<file path="config.mk">
export PLATFORM = sky130hd
export DESIGN_NAME = pc_reg
export DESIGN_NICKNAME = d
export VERILOG_FILES = /design/src/design/fetch_pkg.sv /design/src/design/backend_pkg.sv /design/src/design/pc_reg.sv
export VERILOG_INCLUDE_DIRS = /design/src /design/src/design
export SDC_FILE = /design/constraint.sdc
export NUM_CORES = 1
export LEC_CHECK = 0
export CORE_ASPECT_RATIO = 0.75
export CORE_UTILIZATION = 25
export DETAILED_ROUTE_END_ITERATION = 8
export DONT_BUFFER_PORTS = 1
export GPL_ROUTABILITY_DRIVEN = 0
export MAX_ROUTING_LAYER = met4
export PLACE_DENSITY_LB_ADDON = 0.25
export SYNTH_ARGS = -nofsm -noshare
export SYNTH_HDL_FRONTEND = slang
export SYNTH_SLANG_ARGS = --single-unit
</file>
<file path="constraint.sdc">
create_clock -name clk -period 1.9 [get_ports clk]
set_input_delay 0.19 -clock clk [delete_from_list [all_inputs] [get_ports clk]]
set_output_delay 0.19 -clock clk [all_outputs]
set_load 0.005 [all_outputs]
</file>
<file path="src/design/frontend_config.svh">
`ifndef FRONTEND_CONFIG_SVH
`define FRONTEND_CONFIG_SVH

// First fetch address after reset
`define FE_RESET_PC 32'h1c00_0000

`define FE_BTB_ENTRIES 16
`define FE_BHT_ENTRIES 64

// Instruction buffer depth, power of two
`define FE_BUF_DEPTH 16

`endif
</file>
<file path="src/design/fetch_pkg.sv">
package fetch_pkg;

    // Major opcode in inst[31:26]
    typedef enum logic [5:0] {
        BR_B   = 6'h14,
        BR_BL  = 6'h15,
        BR_BEQ = 6'h16,
        BR_BNE = 6'h17
    } br_op_e;

    typedef enum logic [1:0] {
        EXC_NONE = 2'd0,
        EXC_ADEF = 2'd1  // Misaligned fetch address
    } exc_cause_e;

    // PC register to instruction cache
    typedef struct packed {
        logic [31:0] pc;
        logic [1:0]  inst_en;
        logic        is_exception;
        exc_cause_e  exception_cause;
    } fetch_req_t;

    // Instruction cache back to the front end
    typedef struct packed {
        logic [1:0]       valid;
        logic [31:0]      pc;    // Address of slot 0
        logic [1:0][31:0] inst;
        logic             is_exception;
        exc_cause_e       exception_cause;
    } fetch_resp_t;

    function automatic logic is_branch(logic [5:0] op);
        logic hit;
        hit = (op == BR_B) || (op == BR_BL) || (op == BR_BEQ) || (op == BR_BNE);
        return hit;
    endfunction

endpackage

</file>
<file path="src/design/backend_pkg.sv">
package backend_pkg;

    typedef struct packed {
        logic        flush;
        logic [31:0] new_pc;
    } redirect_t;

    // Resolved branch from the back end
    typedef struct packed {
        logic        valid;
        logic [31:0] pc;
        logic        taken;
        logic [31:0] target;
        logic        is_cond;  // Set for BEQ and BNE
    } bpu_update_t;

    // One instruction slot toward the decoder
    typedef struct packed {
        logic [31:0]           pc;
        logic [31:0]           inst;
        logic                  is_exception;
        fetch_pkg::exc_cause_e exception_cause;
        logic                  pred_taken;
        logic [31:0]           pred_target;
    } inst_pkt_t;

endpackage

</file>
<file path="src/design/pc_reg.sv">
`timescale 1ns/10ps
`include "frontend_config.svh"

module pc_reg (
    input  logic                   clk,
    input  logic                   rst_n,
    input  logic                   icache_stall,
    input  logic                   buffer_full,
    input  backend_pkg::redirect_t redirect,
    input  logic                   pred_taken,
    input  logic [31:0]            pred_target,
    output fetch_pkg::fetch_req_t  fetch_req
);

    typedef enum logic [1:0] {
        PC_IDLE,
        PC_RUN,
        PC_HALT
    } pc_state_e;

    pc_state_e   state;
    logic [31:0] pc;
    logic [31:0] seq_pc;
    logic        misaligned;
    logic        req_on;

    assign misaligned = (pc[1:0] != 2'b00);
    assign req_on     = (state == PC_RUN) && !buffer_full;
    assign seq_pc     = pc[2] ? pc + 32'd4 : {pc[31:3] + 29'd1, 3'b000};

    always_comb begin
        fetch_req.pc              = pc;
        fetch_req.is_exception    = misaligned;
        fetch_req.exception_cause = misaligned ? fetch_pkg::EXC_ADEF : fetch_pkg::EXC_NONE;
        fetch_req.inst_en         = 2'b00;
        if (req_on) begin
            // Group stops at the 8-byte boundary
            fetch_req.inst_en = (misaligned || pc[2]) ? 2'b01 : 2'b11;
        end
    end

    always_ff @(posedge clk or negedge rst_n) begin
        if (!rst_n) begin
            state <= PC_IDLE;
            pc    <= `FE_RESET_PC;
        end else if (redirect.flush) begin
            state <= PC_RUN;
            pc    <= redirect.new_pc;
        end else if (pred_taken) begin
            pc <= pred_target;  // Predicted branch target
        end else if (state == PC_IDLE) begin
            state <= PC_RUN;
        end else if (req_on && !icache_stall) begin
            if (misaligned) begin
                state <= PC_HALT;  // Wait for the next flush
            end else begin
                pc <= seq_pc;
            end
        end
    end

endmodule

</file>
==> metrics.md <==
| Metric | Value |
|---|---|
| Share of layout cells above drive strength 1 | `22.4%` |
| Critical Path Start Type | `flop` |
| Worst R2R Start | `pc[23]$_DFFE_PN0P_` |
| Die area | `roughly 11000 µm²` |
| Max Freq | `approximately 0.54 GHz` |
| Count of state elements after synthesis | `34` |
| Residual overflow from global routing | `0` |
| Sequential power share | `roughly 40%` |
| Met2 routed WL | `about 3900 µm` |
| Routed Antenna Nets | `0` |
| Fin crit share | `about 98%` |
| Detailed-route wire length per cell | `between 20 and 25 µm` |
| Async set-or-reset flop fraction in the synthesized netlist | `100%` |
| VDD IR max | `~0.00030 V` |
| CTS clk-pin slew, worst paths | `0.05 ns` |
| Top Ports | `approximately 110` |
| Largest register FFs | `32` |
| CTS Root Cell | `clkbuf_16` |
| Port bufs | `0` |
| DRT Pass-1 Iters | `5` |
| Hold Path Class | `in -> reg` |
| Min setup slack post-route | `slightly above 0.04 ns` |
| Area leader, netlist | `dfrtp_1` |
| Register-to-Register Setup Slack | `~0.04 ns` |
| Die height | `89.2 µm` |
| Clock Path Buffers | `2` |
| Worst Setup EP | `pc[30]$_DFFE_PN0P_` |
| Overall routed net length | `around 9500 µm` |
| CP Max Fanout | `6` |
| Final clock skew | `0.00312 ns` |
| Met1 wire length | `4670 µm` |
| Final nets | `a little over 400` |
| Critical path type | `reg -> reg` |
| Final hold violation count | `0` |
| Core Region | `approximately 9700 µm²` |
| P_int | `~1.6 mW` |
| Number of max-cap violations | `0` |
| Vias | `around 2700` |
| Synth cell types | `54` |
| Initial drt markers | `228` |
| Clk sink count | `34` |
| Layout area overhead | `24.7%` |
| Synth Instances | `slightly above 300` |
| Vias per cell | `between 5 and 6` |
| H-tree Lvls | `2` |
| Synth Net Count | `roughly 380` |
| DRC | `0` |
| Post-synth EDFFs | `0` |
| CP Launch Point | `pc[23]$_DFFE_PN0P_` |
| Prevailing post-synth register cell | `dfrtp_1` |
| Most common cell after layout, fill and taps aside | `buf_4` |
| Min cycle time layout | `about 1.9 ns` |
| Row count | `31` |
| Largest net degree at the start of global routing | `50` |
| Crit path capture type | `flop` |
| Vias in the first global route | `roughly 2600` |
| Clk pwr share | `about 36%` |
| CTS tree | `done` |
| Mapped Area | `2530 µm²` |
| RSZ-0062 raised after global routing | `no` |
| GRT Total Usage | `18.9%` |
| Area share of the largest cell type after synthesis | `about 31%` |
| Antenna violations before repair | `0` |
| Dpl ws | `-0.0298 ns` |
| Top routing layer used | `met4` |
| Initial Util | `between 20% and 30%` |
| Commonest non-fill, non-tap cells in the layout | `49 x buf_4, 31 x dfrtp_1, 23 x nand2_1` |
| Die Width | `between 100 and 150 µm` |
| Routed length on met3 | `slightly above 900 µm` |
| Worst EP arrival | `2.07 ns` |
| Sw frac | `just under 30%` |
| Reg2Reg Depth | `4` |
| Sequential-to-total area share from yosys stat | `about a third` |
| Inserted Diodes | `0` |
| Combinational Power Share | `roughly a quarter` |
| Outcome | `finished clean` |
| Psw | `0.664 mW` |
| CTS Buf Count | `5` |
| Final setup fails | `0` |
| Static Leak | `between 1 and 1.5 nW` |
| Later-pin clock latency in the skew report | `approximately 0.28 ns` |
| WP data required | `about 2.1 ns` |
| PwrDens | `between 700 and 800 nW/µm²` |
| Synthesized area per cell | `~8 µm²` |
| Max-slew violations | `0` |
| Largest cells by area after synthesis | `dfrtp_1 31%, a22oi_1 4.7%, nand3_1 4.0%` |
| FF-to-FF End | `pc[30]$_DFFE_PN0P_` |
| First-pass GRT wire length | `around 14000 µm` |
| Detailed Place HPWL | `between 7000 and 8000 µm` |
| Final Power | `around 2.2 mW` |
| Yosys warnings | `0` |
final cells by class:
| class | count | area, µm² |
|---|---|---|
| clock buffers | 6 | 139 |
| fillers | 1035 | 6580 |
| inverters | 9 | 33.8 |
| multi-input cells | 242 | 1560 |
| flip-flops and latches | 34 | 855 |
| well taps | 132 | 165 |
| repair buffers | 52 | 408 |
synthesized netlist by cell type (2+ instances only):
cell       instances
dfrtp_1           31
nand2_1           24
nand3_1           20
a22oi_1           16
nor2_1            16
clkbuf_1          15
nor3_1            15
a21oi_1           14
o21ai_0           14
nor4_1            11
a22o_1            10
a2bb2oi_1         10
nand4_1           10
and3_1             8
inv_1              8
nor2b_1            8
a311oi_1           7
buf_4              5
a221oi_1           4
buf_2              4
o22ai_1            4
or4_1              4
a211oi_1           3
dfstp_2            3
mux2i_1            3
o2bb2ai_1          3
o31ai_1            3
or2_2              3
a222oi_1           2
a31o_2             2
a31oi_1            2
and2_2             2
and4_1             2
nand2b_1           2
o41ai_1            2
or3_1              2
power by group through the flow:
stage	clock network [mW]	logic (mW)	registers, mW
2_1_floorplan	0	0.294	0.913
3_3_place_gp	0	0.505	0.888
3_5_place_dp	0	0.513	0.890
4_1_cts	0.813	0.539	0.877
5_1_grt	0.849	0.596	0.889
6_report	0.805	0.541	0.878
metrics by stage:
stage / cell area (µm²) / TNS [ns] / util [%] / cells / hold slack [ns]
after floorplan: 2530 / 0 / - / 310 / -0.106
after global placement: 2940 / -0.0194 / 30.2 / 465 / -0.104
after detailed placement: 2940 / -0.0298 / 30.2 / 465 / -0.104
after CTS: 3130 / 0 / 32.1 / 474 / 0.0241
after global routing: 3160 / 0 / 32.4 / 475 / 0.0225
final: 3160 / 0 / 32.4 / 475 / 0.0379
metal layers:
metal  GRT usage [%]  up-vias
met4            4.31        0
met2            27.5      120
met3            5.23        7
met5               -        -
li1                -     1279
met1            25.7     1334
timing repair:
action | in CTS | in global routing
pin swaps | 0 | 1
buffers inserted | 0 | 1
endpoints found under the setup margin | 2 | 11
hold endpoints to repair | 35 | 0
gates resized for setup | 1 | 6
hold buffers | 3 | 0
critical path, stage by stage, from the launching register on:
cell and delay [ns]:
dfrtp_1 0.40, nand4_1 0.16, or4_4 0.57, or4_1 0.50, a21oi_1 0.15
logic make-up (layout without fill, tap and decap cells):
group | Yosys count | after routing | share of synthesized area, %
compound gates | 104 | 104 | 30.1
fa+ha+maj | 1 | 1 | 0.494
buf+inv | 34 | 67 | 5.98
flops | 34 | 34 | 33.7
mux | 3 | 3 | 1.19
other cells | 1 | 1 | 0.148
simple gates | 133 | 133 | 28.3
worst min path at each step:
stage,slack (ns),from,end,cells after the start
after floorplan,-0.11,rst_n,pc[0]$_DFFE_PN0P_,0
after global placement,-0.10,rst_n,pc[29]$_DFFE_PN0P_,0
after detailed placement,-0.10,rst_n,pc[25]$_DFFE_PN0P_,0
after CTS,0.02,redirect[32],pc[3]$_DFFE_PN0P_,1
after global routing,0.02,redirect[32],pc[3]$_DFFE_PN0P_,1
final,0.04,redirect[1],pc[1]$_DFFE_PN0P_,2
Note: power is estimated with default switching activity, not from simulation.
