$ cat config.mk
export PLATFORM = sky130hd
export DESIGN_NAME = inst_buffer
export DESIGN_NICKNAME = d
export VERILOG_FILES = /design/src/design/fetch_pkg.sv /design/src/design/backend_pkg.sv /design/src/design/inst_buffer.sv
export VERILOG_INCLUDE_DIRS = /design/src /design/src/design
export SDC_FILE = /design/constraint.sdc
export NUM_CORES = 2
export LEC_CHECK = 0
export BUFFER_PORTS_ARGS = -buffer_cell sky130_fd_sc_hd__buf_2
export CAP_MARGIN = 10
export CORE_UTILIZATION = 40
export DETAILED_ROUTE_END_ITERATION = 16
export SYNTH_ARGS = -nofsm -noshare
export SYNTH_HDL_FRONTEND = slang
export SYNTH_SLANG_ARGS = --single-unit
$ cat constraint.sdc
create_clock -name clk -period 7.89 [get_ports clk]
set_input_delay 0 -clock clk [delete_from_list [all_inputs] [get_ports clk]]
set_output_delay 0 -clock clk [all_outputs]
set_load 0.005 [all_outputs]
$ cat src/design/frontend_config.svh
`ifndef FRONTEND_CONFIG_SVH
`define FRONTEND_CONFIG_SVH

// First fetch address after reset
`define FE_RESET_PC 32'h1c00_0000

`define FE_BTB_ENTRIES 16
`define FE_BHT_ENTRIES 64

// Instruction buffer depth, power of two
`define FE_BUF_DEPTH 16

`endif
$ cat src/design/fetch_pkg.sv
package fetch_pkg;

    // Major opcode in inst[31:26]
    typedef enum logic [5:0] {
        BR_B   = 6'h14,
        BR_BL  = 6'h15,
        BR_BEQ = 6'h16,
        BR_BNE = 6'h17
    } br_op_e;

    typedef enum logic [1:0] {
        EXC_NONE = 2'd0,
        EXC_ADEF = 2'd1  // Misaligned fetch address
    } exc_cause_e;

    // PC register to instruction cache
    typedef struct packed {
        logic [31:0] pc;
        logic [1:0]  inst_en;
        logic        is_exception;
        exc_cause_e  exception_cause;
    } fetch_req_t;

    // Instruction cache back to the front end
    typedef struct packed {
        logic [1:0]       valid;
        logic [31:0]      pc;    // Address of slot 0
        logic [1:0][31:0] inst;
        logic             is_exception;
        exc_cause_e       exception_cause;
    } fetch_resp_t;

    function automatic logic is_branch(logic [5:0] op);
        logic hit;
        hit = (op == BR_B) || (op == BR_BL) || (op == BR_BEQ) || (op == BR_BNE);
        return hit;
    endfunction

endpackage

$ cat src/design/backend_pkg.sv
package backend_pkg;

    typedef struct packed {
        logic        flush;
        logic [31:0] new_pc;
    } redirect_t;

    // Resolved branch from the back end
    typedef struct packed {
        logic        valid;
        logic [31:0] pc;
        logic        taken;
        logic [31:0] target;
        logic        is_cond;  // Set for BEQ and BNE
    } bpu_update_t;

    // One instruction slot toward the decoder
    typedef struct packed {
        logic [31:0]           pc;
        logic [31:0]           inst;
        logic                  is_exception;
        fetch_pkg::exc_cause_e exception_cause;
        logic                  pred_taken;
        logic [31:0]           pred_target;
    } inst_pkt_t;

endpackage

$ cat src/design/inst_buffer.sv
`timescale 1ns/10ps
`include "frontend_config.svh"

module inst_buffer (
    input  logic                         clk,
    input  logic                         rst_n,
    input  logic                         flush,
    input  logic                         pause_decoder,
    input  fetch_pkg::fetch_resp_t       fetch_resp,
    input  logic                         pred_taken,
    input  logic [31:0]                  pred_target,
    input  logic                         pred_slot,
    output backend_pkg::inst_pkt_t [1:0] out_pkt,
    output logic [1:0]                   send_inst_en,
    output logic                         buffer_full
);

    localparam int DEPTH = `FE_BUF_DEPTH;
    localparam int PTR_W = $clog2(DEPTH);

    backend_pkg::inst_pkt_t entries [DEPTH];

    logic [PTR_W-1:0] head;
    logic [PTR_W-1:0] tail;
    logic [PTR_W:0]   count;

    backend_pkg::inst_pkt_t [1:0] wr_pkt;

    logic [1:0]       wr_en;
    logic [1:0]       wr_num;
    logic [1:0]       rd_num;
    logic [PTR_W-1:0] wr_ptr1;
    logic [PTR_W-1:0] head_p1;

    // Build packets from the response
    always_comb begin
        for (int s = 0; s < 2; s++) begin
            wr_pkt[s].pc              = fetch_resp.pc + ((s == 1) ? 32'd4 : 32'd0);
            wr_pkt[s].inst            = fetch_resp.inst[s];
            wr_pkt[s].is_exception    = fetch_resp.is_exception;
            wr_pkt[s].exception_cause = fetch_resp.exception_cause;
            wr_pkt[s].pred_taken      = pred_taken && (pred_slot == (s == 1));
            wr_pkt[s].pred_target     = wr_pkt[s].pred_taken ? pred_target : 32'd0;
        end
    end

    assign wr_en[0] = fetch_resp.valid[0] && !flush;
    assign wr_en[1] = fetch_resp.valid[1] && !flush && !(pred_taken && !pred_slot);
    assign wr_num   = {1'b0, wr_en[0]} + {1'b0, wr_en[1]};
    assign wr_ptr1  = tail + PTR_W'(wr_en[0]);  // Slot 1 packs behind slot 0

    assign send_inst_en[0] = !pause_decoder && (count != '0);
    assign send_inst_en[1] = !pause_decoder && (count[PTR_W:1] != '0);
    assign rd_num          = {1'b0, send_inst_en[0]} + {1'b0, send_inst_en[1]};

    assign head_p1    = head + PTR_W'(1);
    assign out_pkt[0] = entries[head];
    assign out_pkt[1] = entries[head_p1];

    // Keep room for one response in flight
    assign buffer_full = (count > (PTR_W+1)'(DEPTH - 4));

    always_ff @(posedge clk or negedge rst_n) begin
        if (!rst_n) begin
            head  <= '0;
            tail  <= '0;
            count <= '0;
        end else if (flush) begin
            head  <= '0;
            tail  <= '0;
            count <= '0;
        end else begin
            head  <= head + PTR_W'(rd_num);
            tail  <= tail + PTR_W'(wr_num);
            count <= count + (PTR_W+1)'(wr_num) - (PTR_W+1)'(rd_num);
        end
    end

    always_ff @(posedge clk) begin
        if (wr_en[0]) begin
            entries[tail] <= wr_pkt[0];
        end
        if (wr_en[1]) begin
            entries[wr_ptr1] <= wr_pkt[1];
        end
    end

endmodule

==> impl_metrics.tcl <==
set metrics [dict create \
    result_of_the_run "complete, no violations" \
    finalHoldViolCount 0 \
    post-dp-hpwl_um 176900 \
    fin_area_sq_um 100900 \
    post_synth_mux_area_share_pct 25.25 \
    floorplan.die_area_sq_um 225100 \
    post_synthesis_sequential_element_count 1613 \
    cp.arrival_ns 5.40 \
    cts_root_buffer "sky130_fd_sc_hd__clkbuf_16" \
    met1_length_um 113200 \
    worstPathMaxFanout 51 \
    layout.nets 6896 \
    fin_tns_setup_ns 0 \
    io_pins 342 \
    post-route-period-util_pct 63.04 \
    rsz_0062_raised_after_global_routing "false" \
    portBuffers 341 \
    r2r_slack_ns 2.92 \
    worst_clock_skew_ns 0.04998 \
    area_growth_pct 13.03 \
    detail_route.wl_per_cell_um 31.66 \
    yosys.area_share.adder_pct 0.3112 \
    grt_max_degree 139 \
    drcViolationCount 0 \
    num_vias 60180 \
    floorplan.die.height_um 474.4 \
    layout.cells.most_common "sky130_fd_sc_hd__nand2_1" \
    detail-route-antenna-nets 0 \
    postSynthAreaPerCell_sq_um 13.50 \
    row_count 173 \
    synthesis.area_sq_um 89270 \
    achievable-frequency_mhz 201.1 \
    worstSetupPathType "reg2reg" \
    placedInstanceArea_sq_um 93540 \
    clkTransAtPathRegs_ns 0.06 \
    first_global_vias 59490 \
    final_core_util_pct 45.43 \
    cp_common_cell "sky130_fd_sc_hd__ha_1" \
    postCtsSetupRepairBufs 0 \
    cts-resized-gates 0 \
    met2_wl_post_dr_um 150300 \
    drt_pass1_iterations 5 \
    place.gp.congestion 0.8549 \
    ctsLongestPathBuffers 3 \
    power.density_cell_area_nw_per_um2 292.7 \
    synthSimpleGateAreaFrac_pct 12.08 \
    coreArea_sq_um 222100 \
    initial_utilization_pct 40.20 \
    cts_sinks 1613 \
    antenna_found_initial 42 \
    tritoncts_clock_tree "done" \
    met3RoutedLength_um 34590 \
    grt.overflow.total 0 \
    pre_cts_ws_ns 2.942 \
    synth.yosys.seq_area_share_pct 54.19 \
    crit_required_ns 8.32 \
    type_of_element_capturing_the_critical_path "flip-flop" \
    synth_warnings 0 \
    globalRouteTotalUtil_pct 27.59 \
    synthFlopType "sky130_fd_sc_hd__edfxtp_1" \
    post_route_cells_drive_above_1_share_pct 26.28 \
    finalWorstSetupSlack_ns 2.916 \
    syn-num-nets 6771 \
    layout_min_cycle_time_ns 4.974 \
    chipWidth_um 474.4 \
    totalWireLength_um 312700 \
    syn-instance-count 6611 \
    final_cell_mix "sky130_fd_sc_hd__nand2_1 (1836), sky130_fd_sc_hd__edfxtp_1 (1600), sky130_fd_sc_hd__mux4_2 (1000)" \
    viasPerCell 6.095 \
    crit_path_cell_trace "ha_1, ha_1, nor4b_2, nand2_4, o21ai_4, buf_4" \
    synth_cell_types 58 \
    max_stage_delay_ns 0.90 \
    post-layout-total-power_mw 29.53 \
    final-max-slew-violation-count 0 \
    critical-path-slowest-cell "sky130_fd_sc_hd__buf_4" \
    top_signal_layer_used "met5" \
    synth_compound_area_share_pct 0.3658 \
    cts-buffers-inserted 181 \
    final.hold.worst_slack_ns 0.03787 \
    1st_iter_drt_viols 8228 \
    timing.critical_path.from_type "flip-flop" \
    place.detailed.instances 9361 \
    grt_pass1_wl_um 440800 \
    h-tree-depth 4 \
    synth_top_family_by_area "multiplexers" \
    synth_edf_count 1600 \
    ys_async_sr_fraction_pct 0.8060 \
    worst_slew_margin_rel_pct 14.30 \
    min-delay-path-class "in2reg" \
    worstSkewPairLatency_ns 0.85 \
    synth-xor-area-share_pct 4.641 \
    final-instance-count-excl-fill 9874 \
    max_cap_viol_count 0 \
    timing.final.setup_violations 0 \
    tightest_slew_ns 1.286 \
    vdd_ir_drop_max_mv 0.4991 \
    static-leakage-power_nw 34.20 \
]
[critical path, delay by kind of cell (launching register included)]
kind                     cells  cell delay (ns)
AO/OA/AOI/OAI                1             0.75
buffers and inverters        1             0.90
flip-flops                   1             0.43
AND/OR/NAND/NOR              2             1.68
adder cells (fa/ha/maj)      2             0.74
[cell usage after synthesis, types with 4 or more instances]
library cell	number	share of area, %
sky130_fd_sc_hd__nand4_1	11	0.077
sky130_fd_sc_hd__o21ai_1	8	0.045
sky130_fd_sc_hd__clkbuf_1	487	2.0
sky130_fd_sc_hd__edfxtp_1	1600	54
sky130_fd_sc_hd__buf_2	58	0.33
sky130_fd_sc_hd__nand2_1	1844	7.8
sky130_fd_sc_hd__o21ai_0	18	0.10
sky130_fd_sc_hd__nor2_2	8	0.056
sky130_fd_sc_hd__inv_1	10	0.042
sky130_fd_sc_hd__mux4_2	1000	25
sky130_fd_sc_hd__a21oi_1	7	0.039
sky130_fd_sc_hd__ha_1	19	0.27
sky130_fd_sc_hd__xor2_1	229	2.2
sky130_fd_sc_hd__nor2b_1	25	0.18
sky130_fd_sc_hd__buf_4	12	0.10
sky130_fd_sc_hd__and4_1	6	0.059
sky130_fd_sc_hd__dfrtp_1	13	0.36
sky130_fd_sc_hd__nand2b_1	6	0.042
sky130_fd_sc_hd__nand3_1	7	0.039
sky130_fd_sc_hd__buf_1	142	0.60
sky130_fd_sc_hd__nor3_4	4	0.073
sky130_fd_sc_hd__and2_0	7	0.049
sky130_fd_sc_hd__a21oi_2	8	0.078
sky130_fd_sc_hd__xnor2_1	244	2.4
sky130_fd_sc_hd__a21o_1	4	0.034
sky130_fd_sc_hd__and3_1	7	0.049
sky130_fd_sc_hd__nor2_1	760	3.2
sky130_fd_sc_hd__nor2_4	11	0.14
sky130_fd_sc_hd__and2_1	10	0.070
[final timing paths]
kind                                 from        endpoint  cells past startpoint
min in group asynchronous           rst_n        count[3]                      3
min                        pred_target[2]  entries[15][2]                      3
max reg2reg                       tail[0]  entries[2][98]                      6
max in group asynchronous           rst_n         head[1]                      3
max                               tail[0]  entries[2][98]                      6
min reg2reg                      count[0]        count[0]                      2
[cells by family after synthesis]
logic type	Yosys count
simple gates	2737
flops	1613
mux	1002
buf+inv	713
xor+xnor	473
compound gates	52
fa+ha+maj	21
[power breakdown]
group / internal [mW] / switching, mW
registers: 9.59 / 0.203
logic: 5.61 / 5.82
clock network: 4.65 / 3.66
total: 19.9 / 9.68
[layout make-up]
class	instances	area [sq um]
Fill cell	19640	121200
Sequential cell	1613	48390
Multi-Input combinational cell	4285	38560
Clock buffer	236	4798
Timing Repair Buffer	644	4501
Tap cell	2975	3722
Clock inverter	94	855.8
Inverter	11	41.29
Antenna cell	16	40.04
[repair_timing]
| item | in CTS | in global routing |
|---|---|---|
| endpoints found under the setup margin | 0 | 0 |
| hold buffers | 166 | 0 |
| endpoints found under the hold margin | 1576 | 0 |
[flip-flops by register name, summed over array words and instances, names as in the netlist]
name / count
tail: 4
entries: 1600
head: 4
count: 5
[per-layer routing]
| layer | vias to the layer above | track usage, % |
|---|---|---|
| li1 | 24420 | - |
| met1 | 30990 | 35.60 |
| met2 | 3965 | 45.10 |
| met3 | 776 | 6.107 |
| met4 | 30 | 11.11 |
| met5 | - | 0 |
No activity file was read; power rests on OpenSTA's default activity.
